**src/board_pkg.sv**
```systemverilog
package board_pkg;

	// ========================================================================
	// seven segment display types
	// ========================================================================

	// bit 0 is segment a up to bit 6 for segment g, a lit segment is 0
	typedef logic [6:0] seg_t;

	// switch pair that picks which two registers get shown
	typedef logic [1:0] pair_sel_t;

	localparam pair_sel_t PAIR_AB = 2'd0;
	localparam pair_sel_t PAIR_CD = 2'd1;
	localparam pair_sel_t PAIR_EF = 2'd2; // F shows flags in its high nibble
	localparam pair_sel_t PAIR_HL = 2'd3;

	// hex3 and hex2 carry the first register, hex1 and hex0 the second
	typedef struct packed {
		seg_t hex3; // high nibble of first register
		seg_t hex2;
		seg_t hex1; // high nibble of second register
		seg_t hex0;
	} hex_t;

endpackage

```
**src/cpu_pkg.sv**
```systemverilog
package cpu_pkg;

	// ========================================================================
	// widths and basic types
	// ========================================================================

	localparam int DATA_W    = 8;  // the core is 8 bits wide everywhere
	localparam int ADDR_W    = 16; // program counter spans the full 64k map
	localparam int REG_IDX_W = 3;

	typedef logic [DATA_W-1:0]    data_t;
	typedef logic [ADDR_W-1:0]    addr_t;
	typedef logic [REG_IDX_W-1:0] reg_idx_t;

	// flags in the order they sit in F bits 7..4
	typedef struct packed {
		logic z; // result was zero
		logic n; // last op was a subtraction
		logic h; // half carry or half borrow
		logic c; // carry or borrow
	} flags_t;

	// ========================================================================
	// register codes and opcode fields
	// ========================================================================

	localparam reg_idx_t REG_B      = 3'd0;
	localparam reg_idx_t REG_C      = 3'd1;
	localparam reg_idx_t REG_D      = 3'd2;
	localparam reg_idx_t REG_E      = 3'd3;
	localparam reg_idx_t REG_H      = 3'd4;
	localparam reg_idx_t REG_L      = 3'd5;
	localparam reg_idx_t REG_HL_MEM = 3'd6; // memory through HL, not a register
	localparam reg_idx_t REG_A      = 3'd7;

	localparam data_t OP_NOP  = 8'h00;
	localparam data_t OP_HALT = 8'h76; // sits where LD (HL),(HL) would be

	localparam int FLD_GRP_LSB = 6; // opcode is gg_ddd_sss
	localparam int FLD_DST_LSB = 3;
	localparam int FLD_SRC_LSB = 0;

	localparam logic [1:0] GRP_MISC = 2'b00; // inc, dec and ld r,d8 live here
	localparam logic [1:0] GRP_LD   = 2'b01;
	localparam logic [1:0] GRP_ALU  = 2'b10;

	localparam reg_idx_t LO_INC    = 3'b100; // low field inside the misc group
	localparam reg_idx_t LO_DEC    = 3'b101;
	localparam reg_idx_t LO_LD_IMM = 3'b110;

	localparam reg_idx_t AOP_ADD = 3'b000; // middle field inside the alu group
	localparam reg_idx_t AOP_SUB = 3'b010;
	localparam reg_idx_t AOP_AND = 3'b100;
	localparam reg_idx_t AOP_XOR = 3'b101;
	localparam reg_idx_t AOP_OR  = 3'b110;

	// ========================================================================
	// control types
	// ========================================================================

	typedef enum logic [2:0] {
		ALU_ADD, ALU_SUB, ALU_AND, ALU_XOR, ALU_OR, ALU_INC, ALU_DEC, ALU_PASS
	} alu_op_t;

	typedef enum logic [1:0] {S_FETCH, S_IMM, S_EXEC, S_HALT} seq_state_t;

	typedef struct packed {
		logic     fetch_op;  // latch opcode and bump pc
		logic     fetch_imm; // latch immediate and bump pc
		logic     reg_we;
		logic     flag_we;
		reg_idx_t dst;
		reg_idx_t src;
		logic     use_imm;   // operand b comes from the immediate
		alu_op_t  alu_op;
	} ctrl_t;

endpackage
```
**src/chip_interface.sv**
```systemverilog
`timescale 1ns/1ns

module chip_interface (
	input  logic                 clk,
	input  logic                 rst_n,
	input  logic                 run,     // level, core waits before each fetch
	input  board_pkg::pair_sel_t reg_sel,
	input  cpu_pkg::data_t       rom_data,
	output cpu_pkg::addr_t       rom_addr,
	output logic                 halted,
	output board_pkg::hex_t      hex
);
	import cpu_pkg::*;

	ctrl_t  ctrl;              // control word from the sequencer
	data_t  opcode, imm;
	data_t  a_val, b_val, result;
	flags_t flags, new_flags;
	data_t  pair_hi, pair_lo;  // selected register pair for the digits

	// ========================================================================
	// control and datapath
	// ========================================================================

	sequencer sequencer_i (.clk, .rst_n, .run, .opcode, .ctrl, .halted);

	fetch_unit fetch_unit_i (.clk, .rst_n, .ctrl, .rom_data, .rom_addr, .opcode, .imm);

	reg_file reg_file_i (
		.clk, .rst_n, .ctrl, .imm, .result, .new_flags,
		.a_val, .b_val, .flags, .reg_sel, .pair_hi, .pair_lo
	);

	alu alu_i (
		.op(ctrl.alu_op), .a(a_val), .b(b_val), .flags_in(flags),
		.result, .flags_out(new_flags)
	);

	display_select display_select_i (.pair_hi, .pair_lo, .hex); // board digits

endmodule

```
**src/display_select.sv**
```systemverilog
`timescale 1ns/1ns

module display_select (
	input  cpu_pkg::data_t  pair_hi,
	input  cpu_pkg::data_t  pair_lo,
	output board_pkg::hex_t hex
);
	import board_pkg::*;

	// ========================================================================
	// nibble to segment decode
	// ========================================================================

	// standard hex font, codes already inverted for the common anode digits
	function automatic seg_t nibble_to_seg(input logic [3:0] nib);
		seg_t seg;
		unique case (nib)
			4'h0: seg = 7'h40;
			4'h1: seg = 7'h79;
			4'h2: seg = 7'h24;
			4'h3: seg = 7'h30;
			4'h4: seg = 7'h19;
			4'h5: seg = 7'h12;
			4'h6: seg = 7'h02;
			4'h7: seg = 7'h78;
			4'h8: seg = 7'h00; // every segment lit
			4'h9: seg = 7'h18;
			4'hA: seg = 7'h08;
			4'hB: seg = 7'h03; // lower case b
			4'hC: seg = 7'h46;
			4'hD: seg = 7'h21; // lower case d
			4'hE: seg = 7'h06;
			4'hF: seg = 7'h0E;
		endcase
		return seg;
	endfunction

	// first register on the left two digits, second on the right two
	always_comb begin
		hex.hex3 = nibble_to_seg(pair_hi[7:4]);
		hex.hex2 = nibble_to_seg(pair_hi[3:0]);
		hex.hex1 = nibble_to_seg(pair_lo[7:4]);
		hex.hex0 = nibble_to_seg(pair_lo[3:0]);
	end

endmodule

```
**src/alu.sv**
```systemverilog
`timescale 1ns/1ns

module alu (
	input  cpu_pkg::alu_op_t op,
	input  cpu_pkg::data_t   a,
	input  cpu_pkg::data_t   b,
	input  cpu_pkg::flags_t  flags_in,
	output cpu_pkg::data_t   result,
	output cpu_pkg::flags_t  flags_out
);
	import cpu_pkg::*;

	data_t      opnd;     // b, or the constant one for inc and dec
	logic [8:0] sum;      // bit 8 is the carry out of bit 7
	logic [8:0] diff;     // bit 8 is the borrow
	logic [4:0] sum_lo;   // bit 4 is the carry out of bit 3
	logic [4:0] diff_lo;  // bit 4 is the borrow from bit 4

	// inc and dec reuse the add and subtract paths with a fixed one
	assign opnd = (op == ALU_INC || op == ALU_DEC) ? data_t'(1) : b;

	assign sum     = {1'b0, a} + {1'b0, opnd};
	assign diff    = {1'b0, a} - {1'b0, opnd};
	assign sum_lo  = {1'b0, a[3:0]} + {1'b0, opnd[3:0]};
	assign diff_lo = {1'b0, a[3:0]} - {1'b0, opnd[3:0]};

	// ========================================================================
	// result and flag rules
	// ========================================================================

	always_comb begin
		result    = b;        // pass is the default, used by the loads
		flags_out = flags_in; // anything not set below keeps its value
		unique case (op)
			ALU_ADD, ALU_INC: begin
				result      = sum[7:0];
				flags_out.n = 1'b0;
				flags_out.h = sum_lo[4];
				if (op == ALU_ADD)
					flags_out.c = sum[8]; // inc leaves carry alone
			end
			ALU_SUB, ALU_DEC: begin
				result      = diff[7:0];
				flags_out.n = 1'b1;
				flags_out.h = diff_lo[4];
				if (op == ALU_SUB)
					flags_out.c = diff[8]; // dec leaves carry alone too
			end
			ALU_AND: begin
				result      = a & b;
				flags_out.n = 1'b0;
				flags_out.h = 1'b1; // and always sets half carry on this cpu
				flags_out.c = 1'b0;
			end
			ALU_XOR, ALU_OR: begin
				result      = (op == ALU_XOR) ? (a ^ b) : (a | b);
				flags_out.n = 1'b0;
				flags_out.h = 1'b0;
				flags_out.c = 1'b0;
			end
			ALU_PASS: ;
		endcase
		// zero follows the result for every op, loads never write it back
		flags_out.z = (result == '0);
	end

endmodule

```
**src/reg_file.sv**
```systemverilog
`timescale 1ns/1ns

module reg_file (
	input  logic                clk,
	input  logic                rst_n,
	input  cpu_pkg::ctrl_t      ctrl,
	input  cpu_pkg::data_t      imm,
	input  cpu_pkg::data_t      result,
	input  cpu_pkg::flags_t     new_flags,
	output cpu_pkg::data_t      a_val,
	output cpu_pkg::data_t      b_val,
	output cpu_pkg::flags_t     flags,
	input  board_pkg::pair_sel_t reg_sel,
	output cpu_pkg::data_t      pair_hi,
	output cpu_pkg::data_t      pair_lo
);
	import cpu_pkg::*;
	import board_pkg::*;

	data_t  gpr [8]; // indexed by register code, slot 6 stays zero
	flags_t f_q;     // upper nibble of F, the low nibble is always zero
	logic   two_op;  // op reads the accumulator rather than dst

	always_ff @(posedge clk) begin
		if (!rst_n) begin
			for (int i = 0; i < 8; i++)
				gpr[i] <= '0;
			f_q <= '0;
		end else begin
			if (ctrl.reg_we && ctrl.dst != REG_HL_MEM)
				gpr[ctrl.dst] <= result;
			if (ctrl.flag_we)
				f_q <= new_flags;
		end
	end

	// inc and dec work on dst itself, the rest combine A with the operand
	assign two_op = ctrl.alu_op inside {ALU_ADD, ALU_SUB, ALU_AND, ALU_XOR, ALU_OR};
	assign a_val  = gpr[two_op ? REG_A : ctrl.dst];
	assign b_val  = ctrl.use_imm ? imm : gpr[ctrl.src]; // operand mux
	assign flags  = f_q;

	// ========================================================================
	// display readout
	// ========================================================================

	always_comb begin
		unique case (reg_sel)
			PAIR_AB: begin
				pair_hi = gpr[REG_A];
				pair_lo = gpr[REG_B];
			end
			PAIR_CD: begin
				pair_hi = gpr[REG_C];
				pair_lo = gpr[REG_D];
			end
			PAIR_EF: begin
				pair_hi = gpr[REG_E];
				pair_lo = {f_q, 4'h0}; // z n h c land in bits 7..4
			end
			PAIR_HL: begin
				pair_hi = gpr[REG_H];
				pair_lo = gpr[REG_L];
			end
		endcase
	end

endmodule

```
**src/fetch_unit.sv**
```systemverilog
`timescale 1ns/1ns

module fetch_unit (
	input  logic           clk,
	input  logic           rst_n,
	input  cpu_pkg::ctrl_t ctrl,
	input  cpu_pkg::data_t rom_data,
	output cpu_pkg::addr_t rom_addr,
	output cpu_pkg::data_t opcode,
	output cpu_pkg::data_t imm
);
	import cpu_pkg::*;

	addr_t pc;
	data_t op_q;  // opcode of the instruction in flight
	data_t imm_q; // second byte of ld r,d8

	// pc steps on either fetch, both kinds of byte come from the same rom
	always_ff @(posedge clk) begin
		if (!rst_n) begin
			pc   <= '0;
			op_q <= OP_NOP;
		end else begin
			if (ctrl.fetch_op || ctrl.fetch_imm)
				pc <= pc + addr_t'(1);
			if (ctrl.fetch_op)
				op_q <= rom_data;
		end
	end

	always_ff @(posedge clk) begin
		if (ctrl.fetch_imm)
			imm_q <= rom_data; // data byte that follows an ld r,d8 opcode
	end

	assign rom_addr = pc; // rom answers within the same cycle

	// during the fetch cycle the sequencer sees the byte on the rom bus,
	// so it can pick the next state before the opcode register fills
	assign opcode = ctrl.fetch_op ? rom_data : op_q;
	assign imm    = imm_q;

endmodule

```
**src/sequencer.sv**
```systemverilog
`timescale 1ns/1ns

module sequencer (
	input  logic           clk,
	input  logic           rst_n,
	input  logic           run,
	input  cpu_pkg::data_t opcode,
	output cpu_pkg::ctrl_t ctrl,
	output logic           halted
);
	import cpu_pkg::*;

	seq_state_t state, state_nxt;
	logic [1:0] grp;         // top two opcode bits
	reg_idx_t   fld_dst;     // middle field, destination or alu sub-op
	reg_idx_t   fld_src;     // low field, source or misc sub-op
	reg_idx_t   dec_dst;
	logic       dec_reg_we;
	logic       dec_flag_we;
	logic       dec_imm;     // instruction carries a second byte
	alu_op_t    dec_op;

	assign grp     = opcode[FLD_GRP_LSB +: 2];
	assign fld_dst = opcode[FLD_DST_LSB +: 3];
	assign fld_src = opcode[FLD_SRC_LSB +: 3];

	// ========================================================================
	// opcode decode
	// ========================================================================

	always_comb begin : decode
		dec_dst     = fld_dst;
		dec_reg_we  = 1'b0; // anything not matched below falls through as a nop
		dec_flag_we = 1'b0;
		dec_imm     = 1'b0;
		dec_op      = ALU_PASS;
		case (grp)
			GRP_MISC: begin
				// ld (hl),d8 still eats its data byte so the next opcode lines up
				dec_imm = (fld_src == LO_LD_IMM);
				if (fld_dst != REG_HL_MEM) begin
					case (fld_src)
						LO_INC: begin
							dec_reg_we  = 1'b1;
							dec_flag_we = 1'b1;
							dec_op      = ALU_INC;
						end
						LO_DEC: begin
							dec_reg_we  = 1'b1;
							dec_flag_we = 1'b1;
							dec_op      = ALU_DEC;
						end
						LO_LD_IMM: dec_reg_we = 1'b1; // pass the immediate through
						default: ;
					endcase
				end
			end
			GRP_LD: begin
				// halt also lands here with both fields at 6, so it never writes
				dec_reg_we = (fld_dst != REG_HL_MEM) && (fld_src != REG_HL_MEM);
			end
			GRP_ALU: begin
				dec_dst = REG_A; // every alu op lands in the accumulator
				if (fld_src != REG_HL_MEM) begin
					dec_reg_we  = 1'b1;
					dec_flag_we = 1'b1;
					case (fld_dst)
						AOP_ADD: dec_op = ALU_ADD;
						AOP_SUB: dec_op = ALU_SUB;
						AOP_AND: dec_op = ALU_AND;
						AOP_XOR: dec_op = ALU_XOR;
						AOP_OR:  dec_op = ALU_OR;
						default: begin // adc, sbc and cp are not built
							dec_reg_we  = 1'b0;
							dec_flag_we = 1'b0;
						end
					endcase
				end
			end
			default: ; // jumps, stack and the rest of group 3
		endcase
	end

	// ========================================================================
	// state machine and control word
	// ========================================================================

	always_comb begin : next_state
		state_nxt = state;
		unique case (state)
			S_FETCH: begin
				if (run) begin // opcode here is the live rom byte
					if (opcode == OP_HALT)
						state_nxt = S_HALT;
					else if (dec_imm)
						state_nxt = S_IMM;
					else
						state_nxt = S_EXEC;
				end
			end
			S_IMM:  state_nxt = S_EXEC;
			S_EXEC: state_nxt = S_FETCH;
			S_HALT: state_nxt = S_HALT; // only reset gets us out
		endcase
	end

	always_ff @(posedge clk) begin
		if (!rst_n) state <= S_FETCH;
		else        state <= state_nxt;
	end

	always_comb begin : ctrl_word
		ctrl         = '0;
		ctrl.dst     = dec_dst;
		ctrl.src     = fld_src;
		ctrl.use_imm = dec_imm;
		ctrl.alu_op  = dec_op;
		unique case (state)
			S_FETCH: ctrl.fetch_op = run; // run low just holds everything
			S_IMM:   ctrl.fetch_imm = 1'b1;
			S_EXEC: begin
				ctrl.reg_we  = dec_reg_we; // the only state that writes
				ctrl.flag_we = dec_flag_we;
			end
			S_HALT: ;
		endcase
	end

	assign halted = (state == S_HALT);

endmodule

```
**config.mk**
```make
export PLATFORM = sky130hd
export DESIGN_NAME = chip_interface
export DESIGN_NICKNAME = d
export VERILOG_FILES = /design/src/board_pkg.sv /design/src/cpu_pkg.sv /design/src/chip_interface.sv /design/src/display_select.sv /design/src/alu.sv /design/src/reg_file.sv /design/src/fetch_unit.sv /design/src/sequencer.sv
export SDC_FILE = /design/constraint.sdc
export NUM_CORES = 1
export LEC_CHECK = 0
export ABC_AREA = 1
export BUFFER_PORTS_ARGS = -buffer_cell sky130_fd_sc_hd__buf_2
export CELL_PAD_IN_SITES_DETAIL_PLACEMENT = 0
export CELL_PAD_IN_SITES_GLOBAL_PLACEMENT = 2
export CORE_UTILIZATION = 38
export CTS_CLUSTER_DIAMETER = 100
export DETAILED_ROUTE_END_ITERATION = 12
export PLACE_DENSITY_LB_ADDON = 0.25
export SYNTH_ARGS = -nofsm -noshare
export SYNTH_HDL_FRONTEND = slang
export SYNTH_SLANG_ARGS = --single-unit
```
**constraint.sdc**
```tcl
create_clock -name clk -period 11.5 [get_ports clk]
set_input_delay 1.15 -clock clk [delete_from_list [all_inputs] [get_ports clk]]
set_output_delay 1.15 -clock clk [all_outputs]
set_load 0.02 [all_outputs]
```
==> metrics.txt <==
total of flip-flops plus latches after synthesis ~100; vias after detailed routing ~7.8k; area enclosed by the die boundary 0.02187 mm2; number of antenna violations at the first check in global routing 0; PostCTS Resize Cnt 0; post-detailed-route wirelength per cell roughly 19 um; worst hold path stage count 1; share of cells above drive strength 1 between 10% and 20%; worst clock skew on the final layout about 18 ps; peak ir drop on the vdd network 0.09766 mV; post-synthesis cell count approximately 1.1k; Yosys top cell by area sky130_fd_sc_hd__edfxtp_1; die span in x about 150 um; flop-to-flop setup slack between 6000 and 7000 ps; Total Neg Setup Slack 0 ps; final-stage net count 1244; largest cells by area after synthesis sky130_fd_sc_hd__edfxtp_1 27%, sky130_fd_sc_hd__nand2_1 12%, sky130_fd_sc_hd__ha_1 7.9%; Cell Pwr Density about 150 mW/mm2; n_diodes 0; vertical die dimension between 100 and 150 um; type of origin of the critical path primary input; TritonCTS clock tree done; pin count of the biggest net entering global routing 32; class of the most critical hold timing path reg -> reg; kind of end point of the critical path flip-flop; Rel. slew slack ~30%; most common cell in the synthesized netlist sky130_fd_sc_hd__nand2_1; ranking of synthesized cells by instance count 261 x sky130_fd_sc_hd__nand2_1, 134 x sky130_fd_sc_hd__inv_1, 129 x sky130_fd_sc_hd__nor2_1; RSZ-0062 raised after global routing no; Std-Cell Core Area 0.02096 mm2; fin crit period 5292 ps; total wire length after detailed routing between 20 and 30 mm; initial drt markers 632; I/O pin count just under 60; detailed placement HPWL 20.34 mm; R2R cell count 19; reg2reg start sequencer_i.state[0]; maximum fanout encountered on the critical timing path 31; Post-CTS Hold Buffers 0; critical path start-end classification in -> reg; number of enable-type register cells in the synthesized netlist between 70 and 80; number of endpoints with negative hold slack in the final report 0; transition at the pin with the smallest max-transition slack ~1100 ps; number of setup violations in the final report 0; via count of the first global-routing pass ~7.2k; number of clock sinks between 100 and 150; number of maximum-capacitance violations 0; number of port buffers 57; result of the run completed; number of setup buffers added after CTS 0; final critical-path share of the clock period about 46%; sequential element share of the synthesized area between 30% and 40%; 1st-pass router iterations 5; buffer depth of the longest clock path 2; Min-Delay Startpoint fetch_unit_i.rom_addr[15]; Site Rows between 50 and 60; final routed DRC violation total 0; average size of a mapped cell around 7 um2; clock transition at the registers of the reported paths 80 ps; starting density of the core 38.60%; worst slack at placement 5901 ps; area post-placement approximately 0.0086 mm2; final non-filler cell area about 0.0089 mm2; cts bufs inserted 9; most common flop cell mapped by yosys sky130_fd_sc_hd__edfxtp_1; routed vias/inst 5.368; fraction of post-synthesis cell area in the top cell type by area 26.73%; mapped cell area roughly 0.0081 mm2; remaining global-route overflow 0; All-Layer GR Usage roughly a quarter; capturing point of the worst reg2reg path reg_file_i.gpr[3][5]; Hold Worst Slack 456.3 ps; share of async-settable or async-resettable flops after synthesis 0%; clock latency at the later pin of the worst-skew pair 370 ps; RD Place Congestion 0.8831; antenna-violating nets left 0; highest attainable clock frequency 189.0 MHz; WP data required between 10000 and 15000 ps; wire length of the first global-routing pass between 40 and 50 mm; Clock H-tree levels 3; CTS root buffer sky130_fd_sc_hd__clkbuf_16; post-synthesis cell type count 59; smallest setup slack after layout 6208 ps; endpoint of the worst hold-timing path fetch_unit_i.rom_addr[15]; data arrival time of the worst path 5390 ps; total count of max-transition violations in the final report 0; area growth from synthesis to final layout 9.855%; Synth warnings 0; static power due to leakage approximately 4.0 nW
[cells in the final DEF (no fill, tap or decap), types with 3 or more instances in the layout]
cell                        Yosys  layout
sky130_fd_sc_hd__buf_2          6      57
sky130_fd_sc_hd__edfxtp_1      72      72
sky130_fd_sc_hd__ha_1          51      51
sky130_fd_sc_hd__nand4_1       11      11
sky130_fd_sc_hd__a21oi_1       51      51
sky130_fd_sc_hd__o21ai_2        3       3
sky130_fd_sc_hd__o21a_1         3       3
sky130_fd_sc_hd__nor2_4         9       9
sky130_fd_sc_hd__o21ai_0       70      70
sky130_fd_sc_hd__a221oi_1       4       4
sky130_fd_sc_hd__o22ai_1        3       3
sky130_fd_sc_hd__a211oi_1       4       4
sky130_fd_sc_hd__nand3_1      109     109
sky130_fd_sc_hd__o21ai_1       15      15
sky130_fd_sc_hd__nand2_1      261     261
sky130_fd_sc_hd__inv_1        134     134
sky130_fd_sc_hd__nor2_1       129     129
sky130_fd_sc_hd__nor4_1         3       3
sky130_fd_sc_hd__nand2_2       24      24
sky130_fd_sc_hd__nand3b_1       8       8
sky130_fd_sc_hd__inv_8          0       3
sky130_fd_sc_hd__o211ai_1      17      17
sky130_fd_sc_hd__xor2_1         3       3
sky130_fd_sc_hd__a31oi_1        8       8
sky130_fd_sc_hd__nor3_1        10      10
sky130_fd_sc_hd__inv_2         16      16
sky130_fd_sc_hd__o31ai_1        5       5
sky130_fd_sc_hd__dfxtp_1       30      30
sky130_fd_sc_hd__clkbuf_16      0       9
sky130_fd_sc_hd__nand2_4        4       4
sky130_fd_sc_hd__conb_1         1       8
sky130_fd_sc_hd__o221ai_1      14      14
[layer usage]
metal  share of wire (%)  track usage (%)
met1                  48            36.23
met2                  45            40.38
met3                 5.1            3.241
met4                 1.9            6.804
met5                   0                0
[critical path: stages]
cell and delay, ps:
sky130_fd_sc_hd__buf_2 200, sky130_fd_sc_hd__nand2_4 160, sky130_fd_sc_hd__o21ai_4 390, sky130_fd_sc_hd__nand2_2 450, sky130_fd_sc_hd__inv_2 540, sky130_fd_sc_hd__o211ai_1 180, sky130_fd_sc_hd__o21ai_0 140, sky130_fd_sc_hd__inv_1 60
sky130_fd_sc_hd__o21ai_0 470, sky130_fd_sc_hd__inv_1 140, sky130_fd_sc_hd__ha_1 250, sky130_fd_sc_hd__a31oi_1 220, sky130_fd_sc_hd__nand2_1 140, sky130_fd_sc_hd__nand2_1 100, sky130_fd_sc_hd__nand3_1 90, sky130_fd_sc_hd__nand3_1 100
sky130_fd_sc_hd__nand4_1 230, sky130_fd_sc_hd__inv_1 270, sky130_fd_sc_hd__nor2_1 70
[where the power goes]
part / internal [W] / switching, W
Clock: 0.000175 / 0.000162
Sequential: 0.000407 / 0.0000113
Combinational: 0.000164 / 0.000389
[layout make-up]
type,instances,area [um2]
timing repair buffer,58,292.8
sequential,102,2763
clock buffer,9,225.2
tap,275,344.1
fill,2290,12070
inverter,153,578.1
multi-input combinational,855,4596
clock inverter,7,86.33
[per-stage QoR]
step	total power [W]	cells	utilization [%]
2_1_floorplan	0.0008299	1140	-
3_3_place_gp	0.0009795	1443	40.91
3_5_place_dp	0.0009766	1443	40.91
4_1_cts	0.001310	1459	42.40
5_1_grt	0.001392	1459	42.40
6_report	0.001309	1459	42.40
[flip-flops by register name (all words and copies together) (netlist names)]
register               count
reg_file_i.gpr            64
fetch_unit_i.rom_addr     16
fetch_unit_i.imm           8
fetch_unit_i.op_q          8
reg_file_i.flags           4
sequencer_i.state          2
[how the worst max path moves through the flow]
stage | startpoint | endpoint | slack [ps] | cells past startpoint
3_3_place_gp | run | reg_file_i.flags[3] | 5970 | 21
4_1_cts | run | reg_file_i.flags[3] | 6270 | 21
2_1_floorplan | run | reg_file_i.gpr[7][7] | 6940 | 25
6_report | run | reg_file_i.gpr[3][5] | 6210 | 19
3_5_place_dp | run | reg_file_i.gpr[3][5] | 5900 | 19
5_1_grt | run | reg_file_i.flags[3] | 5780 | 23
[cells by family (layout without fill, tap and decap cells)]
logic type | count (synthesis) | count (layout) | synth area share (%)
and+or+nand+nor | 583 | 583 | 32.39
AOI/OAI and AO/OA | 209 | 209 | 15.59
buffers and inverters | 183 | 227 | 9.344
adders and majority gates | 52 | 52 | 8.137
other | 1 | 8 | 0.04637
xor gates and xnor gates | 3 | 3 | 0.3249
DFF | 102 | 102 | 34.16
(Power assumes the default switching activity.)
